<file path="config.mk">
export PLATFORM = sky130hd
export DESIGN_NAME = mpu_top
export DESIGN_NICKNAME = d
export VERILOG_FILES = /design/src/mpu_pkg.sv /design/src/mpu_bus_ctrl.sv /design/src/mpu_lane_steer.sv /design/src/mpu_pit.sv /design/src/mpu_pic.sv /design/src/mpu_top.sv
export VERILOG_INCLUDE_DIRS = /design/src
export SDC_FILE = /design/constraint.sdc
export NUM_CORES = 1
export LEC_CHECK = 0
export BUFFER_PORTS_ARGS = -buffer_cell sky130_fd_sc_hd__clkbuf_2
export CELL_PAD_IN_SITES_DETAIL_PLACEMENT = 1
export CELL_PAD_IN_SITES_GLOBAL_PLACEMENT = 1
export CORE_UTILIZATION = 35
export DETAILED_ROUTE_END_ITERATION = 10
export PLACE_DENSITY_LB_ADDON = 0.1
export RECOVER_POWER = 25
export SYNTH_ARGS = -nofsm -noshare
export SYNTH_HDL_FRONTEND = slang
export SYNTH_SLANG_ARGS = --single-unit
</file>
<file path="constraint.sdc">
create_clock -name clk_i -period 13.4 [get_ports clk_i]
set_input_delay 0.67 -clock clk_i [delete_from_list [all_inputs] [get_ports clk_i]]
set_output_delay 0.67 -clock clk_i [all_outputs]
set_load 0.02 [all_outputs]
</file>
<file path="src/mpu_consts.svh">
`ifndef MPU_CONSTS_SVH
`define MPU_CONSTS_SVH

// ==========================================================================
// address windows matched against adr[31:8]
// ==========================================================================
`define MPU_PIT_BASE 24'hFFDC11
`define MPU_PIC_BASE 24'hFFDC0F

// ==========================================================================
// timer registers
// ==========================================================================
// offsets inside one 16 byte channel block
// channel number comes from adr[5:4]
`define PIT_REG_RELOAD 4'h0
`define PIT_REG_COUNT  4'h4
`define PIT_REG_CTRL   4'h8

// control register bit positions
`define PIT_CTRL_EN   0
`define PIT_CTRL_AUTO 1

// ==========================================================================
// interrupt controller registers
// ==========================================================================
`define PIC_REG_PEND  8'h00
`define PIC_REG_EN    8'h04
`define PIC_REG_LVL   8'h08
`define PIC_REG_CAUSE 8'h0C

`endif

</file>
<file path="src/mpu_pkg.sv">
package mpu_pkg;

	// plain vectors
	typedef logic [31:0]  adr_t;
	typedef logic [127:0] dat128_t;
	typedef logic [31:0]  dat32_t;
	typedef logic [15:0]  sel16_t;
	typedef logic [3:0]   sel4_t;
	typedef logic [3:0]   irq_lvl_t;
	// interrupt source number
	typedef logic [7:0]   cause_t;

	// request driven by a 128-bit master
	typedef struct packed {
		logic    cyc;
		logic    stb;
		logic    we;
		sel16_t  sel;
		adr_t    adr;
		dat128_t dat;
	} bus_req_t;

	// request as a 32-bit peripheral sees it
	typedef struct packed {
		logic   stb;
		logic   we;
		sel4_t  sel;
		adr_t   adr;
		dat32_t dat;
	} per_req_t;

	// bus controller transaction states
	typedef enum logic [1:0] {
		ST_IDLE,
		ST_WAIT,
		ST_DONE
	} bus_state_t;

	// expand byte selects into a bit mask for partial writes
	function automatic dat32_t sel_mask(input sel4_t sel);
		dat32_t m;
		for (int i = 0; i < 4; i++) begin
			m[i*8 +: 8] = {8{sel[i]}};
		end
		return m;
	endfunction

endpackage

</file>
<file path="src/mpu_bus_ctrl.sv">
`timescale 1ns/100ps
`include "mpu_consts.svh"

module mpu_bus_ctrl import mpu_pkg::*; (
	input  logic       clk_i,
	input  logic       arst_n_i,
	input  bus_req_t   m_req_i,
	output logic       m_ack_o,
	output dat128_t    m_dat_o,
	output bus_req_t   ext_req_o,
	input  logic       ext_ack_i,
	input  dat128_t    ext_dat_i,
	output bus_req_t   req_o,
	output logic       pit_stb_o,
	input  logic       pit_ack_i,
	input  dat32_t     pit_dat_i,
	output logic       pic_stb_o,
	input  logic       pic_ack_i,
	input  dat32_t     pic_dat_i
);

	bus_req_t   req_q;
	bus_state_t state_q;
	logic       ext_act_q;
	logic       hit_pit;
	logic       hit_pic;
	logic       ext_ack;
	logic       ack_any;

	// ======================================================================
	// request register
	// ======================================================================
	always_ff @(posedge clk_i or negedge arst_n_i) begin
		if (!arst_n_i) begin
			req_q <= '0;
		end else begin
			req_q <= m_req_i;
		end
	end

	assign req_o = req_q;

	// window decode on the upper 24 address bits
	assign hit_pit = (req_q.adr[31:8] == `MPU_PIT_BASE);
	assign hit_pic = (req_q.adr[31:8] == `MPU_PIC_BASE);

	// external ack only counts while our own cycle is out
	assign ext_ack = ext_act_q & ext_ack_i;
	assign ack_any = pit_ack_i | pic_ack_i | ext_ack;

	// ======================================================================
	// transaction FSM
	// ======================================================================
	always_ff @(posedge clk_i or negedge arst_n_i) begin
		if (!arst_n_i) begin
			state_q   <= ST_IDLE;
			pit_stb_o <= 1'b0;
			pic_stb_o <= 1'b0;
			ext_act_q <= 1'b0;
			m_ack_o   <= 1'b0;
		end else begin
			// peripheral strobes and master ack are single pulses
			pit_stb_o <= 1'b0;
			pic_stb_o <= 1'b0;
			m_ack_o   <= 1'b0;
			case (state_q)
				ST_IDLE: begin
					if (req_q.cyc && req_q.stb) begin
						if (hit_pit) begin
							pit_stb_o <= 1'b1;
						end else if (hit_pic) begin
							pic_stb_o <= 1'b1;
						end else begin
							ext_act_q <= 1'b1;
						end
						state_q <= ST_WAIT;
					end
				end
				ST_WAIT: begin
					// external bus may stall here as long as it likes
					if (ack_any) begin
						m_ack_o   <= 1'b1;
						ext_act_q <= 1'b0;
						state_q   <= ST_DONE;
					end
				end
				ST_DONE: begin
					// hold off until the master drops its strobe
					if (!req_q.stb) begin
						state_q <= ST_IDLE;
					end
				end
				default: begin
					state_q <= ST_IDLE;
				end
			endcase
		end
	end

	// ======================================================================
	// read data return
	// ======================================================================
	// 32-bit peripheral data copied into all four lanes
	always_ff @(posedge clk_i) begin
		if (state_q == ST_WAIT) begin
			casez ({pic_ack_i, pit_ack_i, ext_ack})
				3'b1??: m_dat_o <= {4{pic_dat_i}};
				3'b01?: m_dat_o <= {4{pit_dat_i}};
				3'b001: m_dat_o <= ext_dat_i;
				default: m_dat_o <= m_dat_o;
			endcase
		end
	end

	// external request follows the registered request
	always_comb begin
		ext_req_o     = req_q;
		ext_req_o.cyc = ext_act_q;
		ext_req_o.stb = ext_act_q;
	end

endmodule

</file>
<file path="src/mpu_lane_steer.sv">
`timescale 1ns/100ps

module mpu_lane_steer import mpu_pkg::*; (
	input  bus_req_t req_i,
	output per_req_t per_o
);

	logic [3:0] nib_any;
	logic [1:0] lane;

	// one flag per 32-bit lane
	assign nib_any[0] = |req_i.sel[3:0];
	assign nib_any[1] = |req_i.sel[7:4];
	assign nib_any[2] = |req_i.sel[11:8];
	assign nib_any[3] = |req_i.sel[15:12];

	// rebuilt address bits 3:2
	// bytes 8..15 set a3, bytes 4..7 or 12..15 set a2
	// no selects at all falls back to lane 0
	assign lane[1] = nib_any[2] | nib_any[3];
	assign lane[0] = nib_any[1] | nib_any[3];

	always_comb begin
		// each peripheral gets its own strobe from the controller
		per_o.stb = 1'b0;
		per_o.we  = req_i.we;
		// fold the four select nibbles
		per_o.sel = req_i.sel[15:12] | req_i.sel[11:8] | req_i.sel[7:4] | req_i.sel[3:0];
		per_o.adr = {req_i.adr[31:4], lane, 2'b00};
		// write lane picked with the same bits as the address
		per_o.dat = req_i.dat[{lane, 5'b0} +: 32];
	end

endmodule

</file>
<file path="src/mpu_pit.sv">
`timescale 1ns/100ps
`include "mpu_consts.svh"

module mpu_pit import mpu_pkg::*; (
	input  logic       clk_i,
	input  logic       arst_n_i,
	input  logic       stb_i,
	input  per_req_t   per_i,
	output logic       ack_o,
	output dat32_t     dat_o,
	output logic [2:0] pit_out_o
);

	dat32_t     reload_r [3];
	dat32_t     count_r  [3];
	logic [2:0] en_r;
	logic [2:0] auto_r;
	logic [1:0] chan;
	logic [3:0] ofs;
	logic       wr;
	dat32_t     wmask;
	dat32_t     rd_dat;

	// channel from adr[5:4] and register within the block
	assign chan  = per_i.adr[5:4];
	assign ofs   = per_i.adr[3:0];
	assign wr    = stb_i & per_i.we;
	assign wmask = sel_mask(per_i.sel);

	// ======================================================================
	// timer channels
	// ======================================================================
	for (genvar g = 0; g < 3; g++) begin : g_chan
		dat32_t reload_q;
		dat32_t count_q;
		dat32_t reload_nxt;
		logic   en_q;
		logic   auto_q;
		logic   out_q;
		logic   wr_chan;

		assign wr_chan    = wr && (chan == 2'(g));
		assign reload_nxt = (reload_q & ~wmask) | (per_i.dat & wmask);

		always_ff @(posedge clk_i or negedge arst_n_i) begin
			if (!arst_n_i) begin
				reload_q <= '0;
				count_q  <= '0;
				en_q     <= 1'b0;
				auto_q   <= 1'b0;
				out_q    <= 1'b0;
			end else begin
				out_q <= 1'b0;
				if (en_q) begin
					if (count_q == '0) begin
						// terminal count
						out_q <= 1'b1;
						if (auto_q) begin
							count_q <= reload_q;
						end else begin
							en_q <= 1'b0;
						end
					end else begin
						count_q <= count_q - 1'b1;
					end
				end
				// bus writes win over the countdown
				if (wr_chan && ofs == `PIT_REG_RELOAD) begin
					reload_q <= reload_nxt;
					count_q  <= reload_nxt;
				end
				if (wr_chan && ofs == `PIT_REG_CTRL && per_i.sel[0]) begin
					en_q   <= per_i.dat[`PIT_CTRL_EN];
					auto_q <= per_i.dat[`PIT_CTRL_AUTO];
				end
			end
		end

		assign reload_r[g]  = reload_q;
		assign count_r[g]   = count_q;
		assign en_r[g]      = en_q;
		assign auto_r[g]    = auto_q;
		assign pit_out_o[g] = out_q;
	end

	// ======================================================================
	// register read and ack
	// ======================================================================
	always_comb begin
		rd_dat = '0;
		// channel 3 reads as zero
		if (chan != 2'd3) begin
			case (ofs)
				`PIT_REG_RELOAD: rd_dat = reload_r[chan];
				`PIT_REG_COUNT:  rd_dat = count_r[chan];
				`PIT_REG_CTRL: begin
					rd_dat[`PIT_CTRL_EN]   = en_r[chan];
					rd_dat[`PIT_CTRL_AUTO] = auto_r[chan];
				end
				default: rd_dat = '0;
			endcase
		end
	end

	always_ff @(posedge clk_i or negedge arst_n_i) begin
		if (!arst_n_i) begin
			ack_o <= 1'b0;
		end else begin
			ack_o <= stb_i;
		end
	end

	// data captured with the strobe and valid alongside ack
	always_ff @(posedge clk_i) begin
		if (stb_i) begin
			dat_o <= rd_dat;
		end
	end

endmodule

</file>
<file path="src/mpu_pic.sv">
`timescale 1ns/100ps
`include "mpu_consts.svh"

module mpu_pic import mpu_pkg::*; (
	input  logic        clk_i,
	input  logic        arst_n_i,
	input  logic        stb_i,
	input  per_req_t    per_i,
	input  logic [31:0] src_i,
	output logic        ack_o,
	output dat32_t      dat_o,
	output irq_lvl_t    irq_o,
	output cause_t      cause_o
);

	logic [31:0] src_q;
	logic [31:0] pend_q;
	logic [31:0] en_q;
	logic [31:0] act;
	logic [31:0] clr;
	irq_lvl_t    lvl_q;
	cause_t      cause;
	logic [7:0]  ofs;
	logic        wr;
	dat32_t      wmask;
	dat32_t      rd_dat;

	assign ofs   = per_i.adr[7:0];
	assign wr    = stb_i & per_i.we;
	assign wmask = sel_mask(per_i.sel);

	// write one to clear pending
	assign clr = (wr && ofs == `PIC_REG_PEND) ? (per_i.dat & wmask) : '0;

	// ======================================================================
	// edge detect and registers
	// ======================================================================
	always_ff @(posedge clk_i or negedge arst_n_i) begin
		if (!arst_n_i) begin
			src_q  <= '0;
			pend_q <= '0;
			en_q   <= '0;
			lvl_q  <= '0;
		end else begin
			src_q <= src_i;
			// a new rising edge sets even if cleared this cycle
			pend_q <= (pend_q & ~clr) | (src_i & ~src_q);
			if (wr && ofs == `PIC_REG_EN) begin
				en_q <= (en_q & ~wmask) | (per_i.dat & wmask);
			end
			if (wr && ofs == `PIC_REG_LVL && per_i.sel[0]) begin
				lvl_q <= per_i.dat[3:0];
			end
		end
	end

	// ======================================================================
	// priority and request out
	// ======================================================================
	assign act = pend_q & en_q;

	// highest numbered active source wins
	// source 0 is never a cause
	always_comb begin
		cause = '0;
		for (int i = 1; i < 32; i++) begin
			if (act[i]) begin
				cause = cause_t'(i);
			end
		end
	end

	assign cause_o = cause;
	assign irq_o   = (|act) ? lvl_q : '0;

	always_comb begin
		case (ofs)
			`PIC_REG_PEND:  rd_dat = pend_q;
			`PIC_REG_EN:    rd_dat = en_q;
			`PIC_REG_LVL:   rd_dat = {28'd0, lvl_q};
			`PIC_REG_CAUSE: rd_dat = {24'd0, cause};
			default:        rd_dat = '0;
		endcase
	end

	always_ff @(posedge clk_i or negedge arst_n_i) begin
		if (!arst_n_i) begin
			ack_o <= 1'b0;
		end else begin
			ack_o <= stb_i;
		end
	end

	always_ff @(posedge clk_i) begin
		if (stb_i) begin
			dat_o <= rd_dat;
		end
	end

endmodule

</file>
<file path="src/mpu_top.sv">
`timescale 1ns/100ps

module mpu_top import mpu_pkg::*; (
	input  logic        clk_i,
	input  logic        arst_n_i,
	input  bus_req_t    m_req_i,
	output logic        m_ack_o,
	output dat128_t     m_dat_o,
	output bus_req_t    ext_req_o,
	input  logic        ext_ack_i,
	input  dat128_t     ext_dat_i,
	input  logic [27:0] irq_src_i,
	output irq_lvl_t    irq_o,
	output cause_t      cause_o,
	output logic        pit_out2_o
);

	bus_req_t    req;
	per_req_t    per;
	logic        pit_stb;
	logic        pit_ack;
	dat32_t      pit_dat;
	logic        pic_stb;
	logic        pic_ack;
	dat32_t      pic_dat;
	logic [2:0]  pit_out;
	logic [31:0] pic_src;

	// ======================================================================
	// bus side
	// ======================================================================
	mpu_bus_ctrl i_bus_ctrl (
		.clk_i     (clk_i),
		.arst_n_i  (arst_n_i),
		.m_req_i   (m_req_i),
		.m_ack_o   (m_ack_o),
		.m_dat_o   (m_dat_o),
		.ext_req_o (ext_req_o),
		.ext_ack_i (ext_ack_i),
		.ext_dat_i (ext_dat_i),
		.req_o     (req),
		.pit_stb_o (pit_stb),
		.pit_ack_i (pit_ack),
		.pit_dat_i (pit_dat),
		.pic_stb_o (pic_stb),
		.pic_ack_i (pic_ack),
		.pic_dat_i (pic_dat)
	);

	// 128 to 32 bit narrowing
	mpu_lane_steer i_lane_steer (
		.req_i (req),
		.per_o (per)
	);

	// ======================================================================
	// peripherals
	// ======================================================================
	mpu_pit i_pit (
		.clk_i     (clk_i),
		.arst_n_i  (arst_n_i),
		.stb_i     (pit_stb),
		.per_i     (per),
		.ack_o     (pit_ack),
		.dat_o     (pit_dat),
		.pit_out_o (pit_out)
	);

	// timer 0 on 31, timer 1 on 30, timer 2 on 29
	assign pic_src = {pit_out[0], pit_out[1], pit_out[2], irq_src_i, 1'b0};

	mpu_pic i_pic (
		.clk_i    (clk_i),
		.arst_n_i (arst_n_i),
		.stb_i    (pic_stb),
		.per_i    (per),
		.src_i    (pic_src),
		.ack_o    (pic_ack),
		.dat_o    (pic_dat),
		.irq_o    (irq_o),
		.cause_o  (cause_o)
	);

	assign pit_out2_o = pit_out[2];

endmodule

</file>
==> results.json <==
{
  "yosysTopAreaCell": "dfrtp_1",
  "finalCritPeriodShare_pct": 45.67,
  "finalHoldViolCount": 0,
  "power_switching_mw": 1.387,
  "synthCells": 3205,
  "grt_antenna_before_repair": 4,
  "slew_violations": 179,
  "ff2ff_path_depth": 7,
  "clk_pin_slew_ns": 0.06,
  "async_flop_share_pct": 71.72,
  "synth_cell_types": 89,
  "hold_class": "input port to register",
  "dieWidth_um": 307.3,
  "seq_power_share_pct": 45.5,
  "setup_viol": 0,
  "cp_num_buf_inv": 3,
  "p_sw_share_pct": 27.10,
  "drtIter0Drc": 2414,
  "holdBufCountCts": 0,
  "grt_pass1_wl_um": 201400,
  "p_comb_share_pct": 10.9,
  "worst_path_most_repeated_cell": "buf_4",
  "syn_area_um2": 32620,
  "cts.htree.levels": 3,
  "path_cells": "clkbuf_1 -> buf_4 -> buf_4",
  "yosys_warnings": 0,
  "cp_top_family": "buffers and inverters",
  "grt_max_degree": 135,
  "post_cts_resized": 0,
  "worstReg2RegStart": "i_bus_ctrl.pit_stb_o",
  "numPortBuffers": 655,
  "grtUsageTotal_pct": 29.12,
  "max_freq_mhz": 163.4,
  "p_leak_nw": 17.07,
  "worst_slack_ns": 7.280,
  "crit_type": "input port to asynchronous set/reset pin",
  "tns_ns": 0,
  "drc_errors": 0,
  "final_area_um2": 38570,
  "grt_pass1_vias": 28810,
  "post_cts_buffers": 0,
  "yosys_register_bits": 679,
  "wl_per_cell_um": 28.25,
  "whs_endpoint": "i_bus_ctrl.ext_req_o[6]",
  "seq_area_frac_synth_pct": 55.03,
  "drive_gt1_share_pct": 24.49,
  "max_stage_delay_ns": 3.94,
  "vias": 28020,
  "root_buffer": "clkbuf_16",
  "rsz0062_at_grt": "no",
  "cp.arrival_ns": 6.78,
  "clkPwrFrac_pct": 43.6,
  "worstReg2RegEnd": "i_pit.g_chan[0].count_q[13]",
  "routed_wl_um": 140000,
  "die_area_um2": 94440,
  "cpMaxStageDelayCell": "clkbuf_1",
  "start_util_pct": 35.48,
  "clk_latency_ns": 0.68,
  "skew_ns": 0.03751,
  "gp_congestion": 0.9806,
  "synth_area_per_cell_um2": 10.18,
  "rows": 111,
  "cts_made_buffers": 80,
  "synthToLayoutAreaGrowth_pct": 18.23,
  "intPower_mw": 3.730,
  "whs_ns": 0.1000,
  "synth_top_flop_cell": "dfrtp_1",
  "dp_hpwl_um": 105700,
  "endpoint_kind": "asynchronous set/reset pin",
  "power_density_nw_per_um2": 132.7,
  "violations": "max-capacitance violations, max-slew violations",
  "ant_nets": 0,
  "dp_slack_ns": 9.114,
  "core_area_um2": 91940,
  "yosys-top-cells-area": "dfrtp_1 (37%), edfxtp_1 (18%), nand2_1 (6.4%)",
  "peakVddDrop_v": 0.00008477,
  "cts_sinks": 679,
  "max_cap_viol_count": 3,
  "period_needed_ns": 6.120,
  "nets": 3995,
  "drtPass1Iterations": 5,
  "synth_edf_count": 192,
  "grt_remaining_overflow": 0,
  "io_pins": 659,
  "hp-start": "m_req_i[6]",
  "status": "complete, but fails checks",
  "r2r_slack_ns": 8.29,
  "dpl_cell_area_um2": 35970,
  "cts_tree": "yes",
  "synth_top_area_share_pct": 37.36,
  "hold_depth": 1,
  "startpoint_type": "input port",
  "tightest_slew_ns": 5.717,
  "max_slew_margin_pct": -281.2,
  "required_ns": 14.06,
  "vias_per_cell": 5.654,
  "crit_fanout": 102,
  "cts_max_path_buffers": 3,
  "dieHeight_um": 307.3
}
==> power by group through the flow <==
stage	registers, mW	clock network, mW	logic, mW
floorplan	2.46	0	0.239
global placement	2.36	0	0.555
detailed placement	2.37	0	0.567
CTS	2.33	2.28	0.569
global route	2.34	2.35	0.604
finish	2.33	2.23	0.558
==> final cells by class <==
cell class,count,area [µm²]
fillers,10360,53370
flip-flops and latches,679,17960
repair buffers,718,3714
multi-input cells,2098,12410
clock inverters,23,249.0
inverters,74,277.8
well taps,1243,1555
diodes,1,2.502
clock buffers,120,2406
==> cell families (layout without fill, tap and decap cells) <==
group / Yosys count / count (layout) / share of synthesized area, %
and+or+nand+nor: 1141 / 1141 / 15.99
AOI/OAI and AO/OA: 759 / 759 / 15.20
xor gates and xnor gates: 38 / 38 / 1.020
adders and majority gates: 6 / 6 / 0.2301
muxes: 151 / 151 / 5.216
buffers and inverters: 430 / 935 / 7.302
other: 1 / 4 / 0.01149
DFF: 679 / 679 / 55.03
==> registers in the layout, summed over array words and instances (netlist names), 4 cells and up, named ones only <==
signal                 count
i_bus_ctrl.ext_req_o     177
i_bus_ctrl.m_dat_o       128
i_pit.g_chan.count_q      96
i_pit.g_chan.reload_q     96
i_pic.dat_o               32
i_pic.pend_q              32
i_pit.dat_o               32
i_pic.src_q               31
i_pic.lvl_q                4
==> metal layers <==
layer  track usage [%]  share of wire (%)  vias up
met2             48.07                 48     1189
met5                 0             0.0093        -
met3             5.120                6.9      236
met4             10.98                3.7        2
li1                  -                  -    12300
met1             38.09                 42    14290
==> per-stage QoR <==
step                cells  power, mW  util (%)
global route         4955      5.295     41.95
detailed placement   4812      2.935     39.13
global placement     4812      2.918     39.13
floorplan            3207      2.702         -
finish               4956      5.117     41.95
CTS                  4955      5.181     42.01
==> cells in the mapped netlist, types with 12 or more instances <==
cell type    n
nand3_1     60
o22ai_1     36
dfrtp_1    487
mux4_2      12
xnor2_1     16
nor3_1      98
buf_4      189
buf_2       23
a22oi_1     46
a31oi_1     25
or3_1       16
a211oi_1    74
a22o_1      39
nand2_1    558
and3_1      21
nor4_1      46
inv_1       74
nor2_1     205
a21oi_1     89
xor2_1      22
clkbuf_1   129
mux2i_1    110
edfxtp_1   192
o211ai_1    14
nand4_1     34
mux2_2      28
or4_1       18
o31ai_1     34
o21ai_0    265
==> placed cells by master (no fill, tap or decap), types with 9 or more instances in the layout <==
cell,instances
clkbuf_2,621
nand2_1,556
dfrtp_1,485
o21ai_0,265
nor2_1,202
edfxtp_1,192
mux2i_1,110
nor3_1,96
a21oi_1,89
clkbuf_16,83
a211oi_1,74
inv_1,74
nand3_1,60
buf_4,60
clkbuf_1,54
a22oi_1,46
nor4_1,40
a22o_1,39
o22ai_1,36
nand4_1,34
o31ai_1,34
mux2_2,28
a31oi_1,25
xor2_1,22
and3_1,21
clkbuf_8,19
or4_1,18
or3_1,16
xnor2_1,16
o211ai_1,14
clkinv_2,13
nor4_2,12
mux4_2,12
a32oi_1,11
or2_2,11
and2_1,10
o21ai_1,10
nor2b_1,9
a31o_2,9
==> how the worst max path moves through the flow <==
stage                              start                           to  slack [ns]  depth (start not counted)
6_report                        arst_n_i    i_bus_ctrl.ext_req_o[125]        7.28                          3
5_1_grt                         arst_n_i     i_bus_ctrl.ext_req_o[25]        6.15                          3
4_1_cts                 i_pic.pend_q[29]                     irq_o[2]        8.80                          6
3_5_place_dp   i_bus_ctrl.ext_req_o[173]  i_pit.g_chan[1].count_q[29]        9.11                          6
3_3_place_gp   i_bus_ctrl.ext_req_o[173]   i_pit.g_chan[1].count_q[4]        9.21                          7
2_1_floorplan                  ext_ack_i        i_bus_ctrl.state_q[1]        2.40                          3
Note: power is estimated with default switching activity, not from simulation.
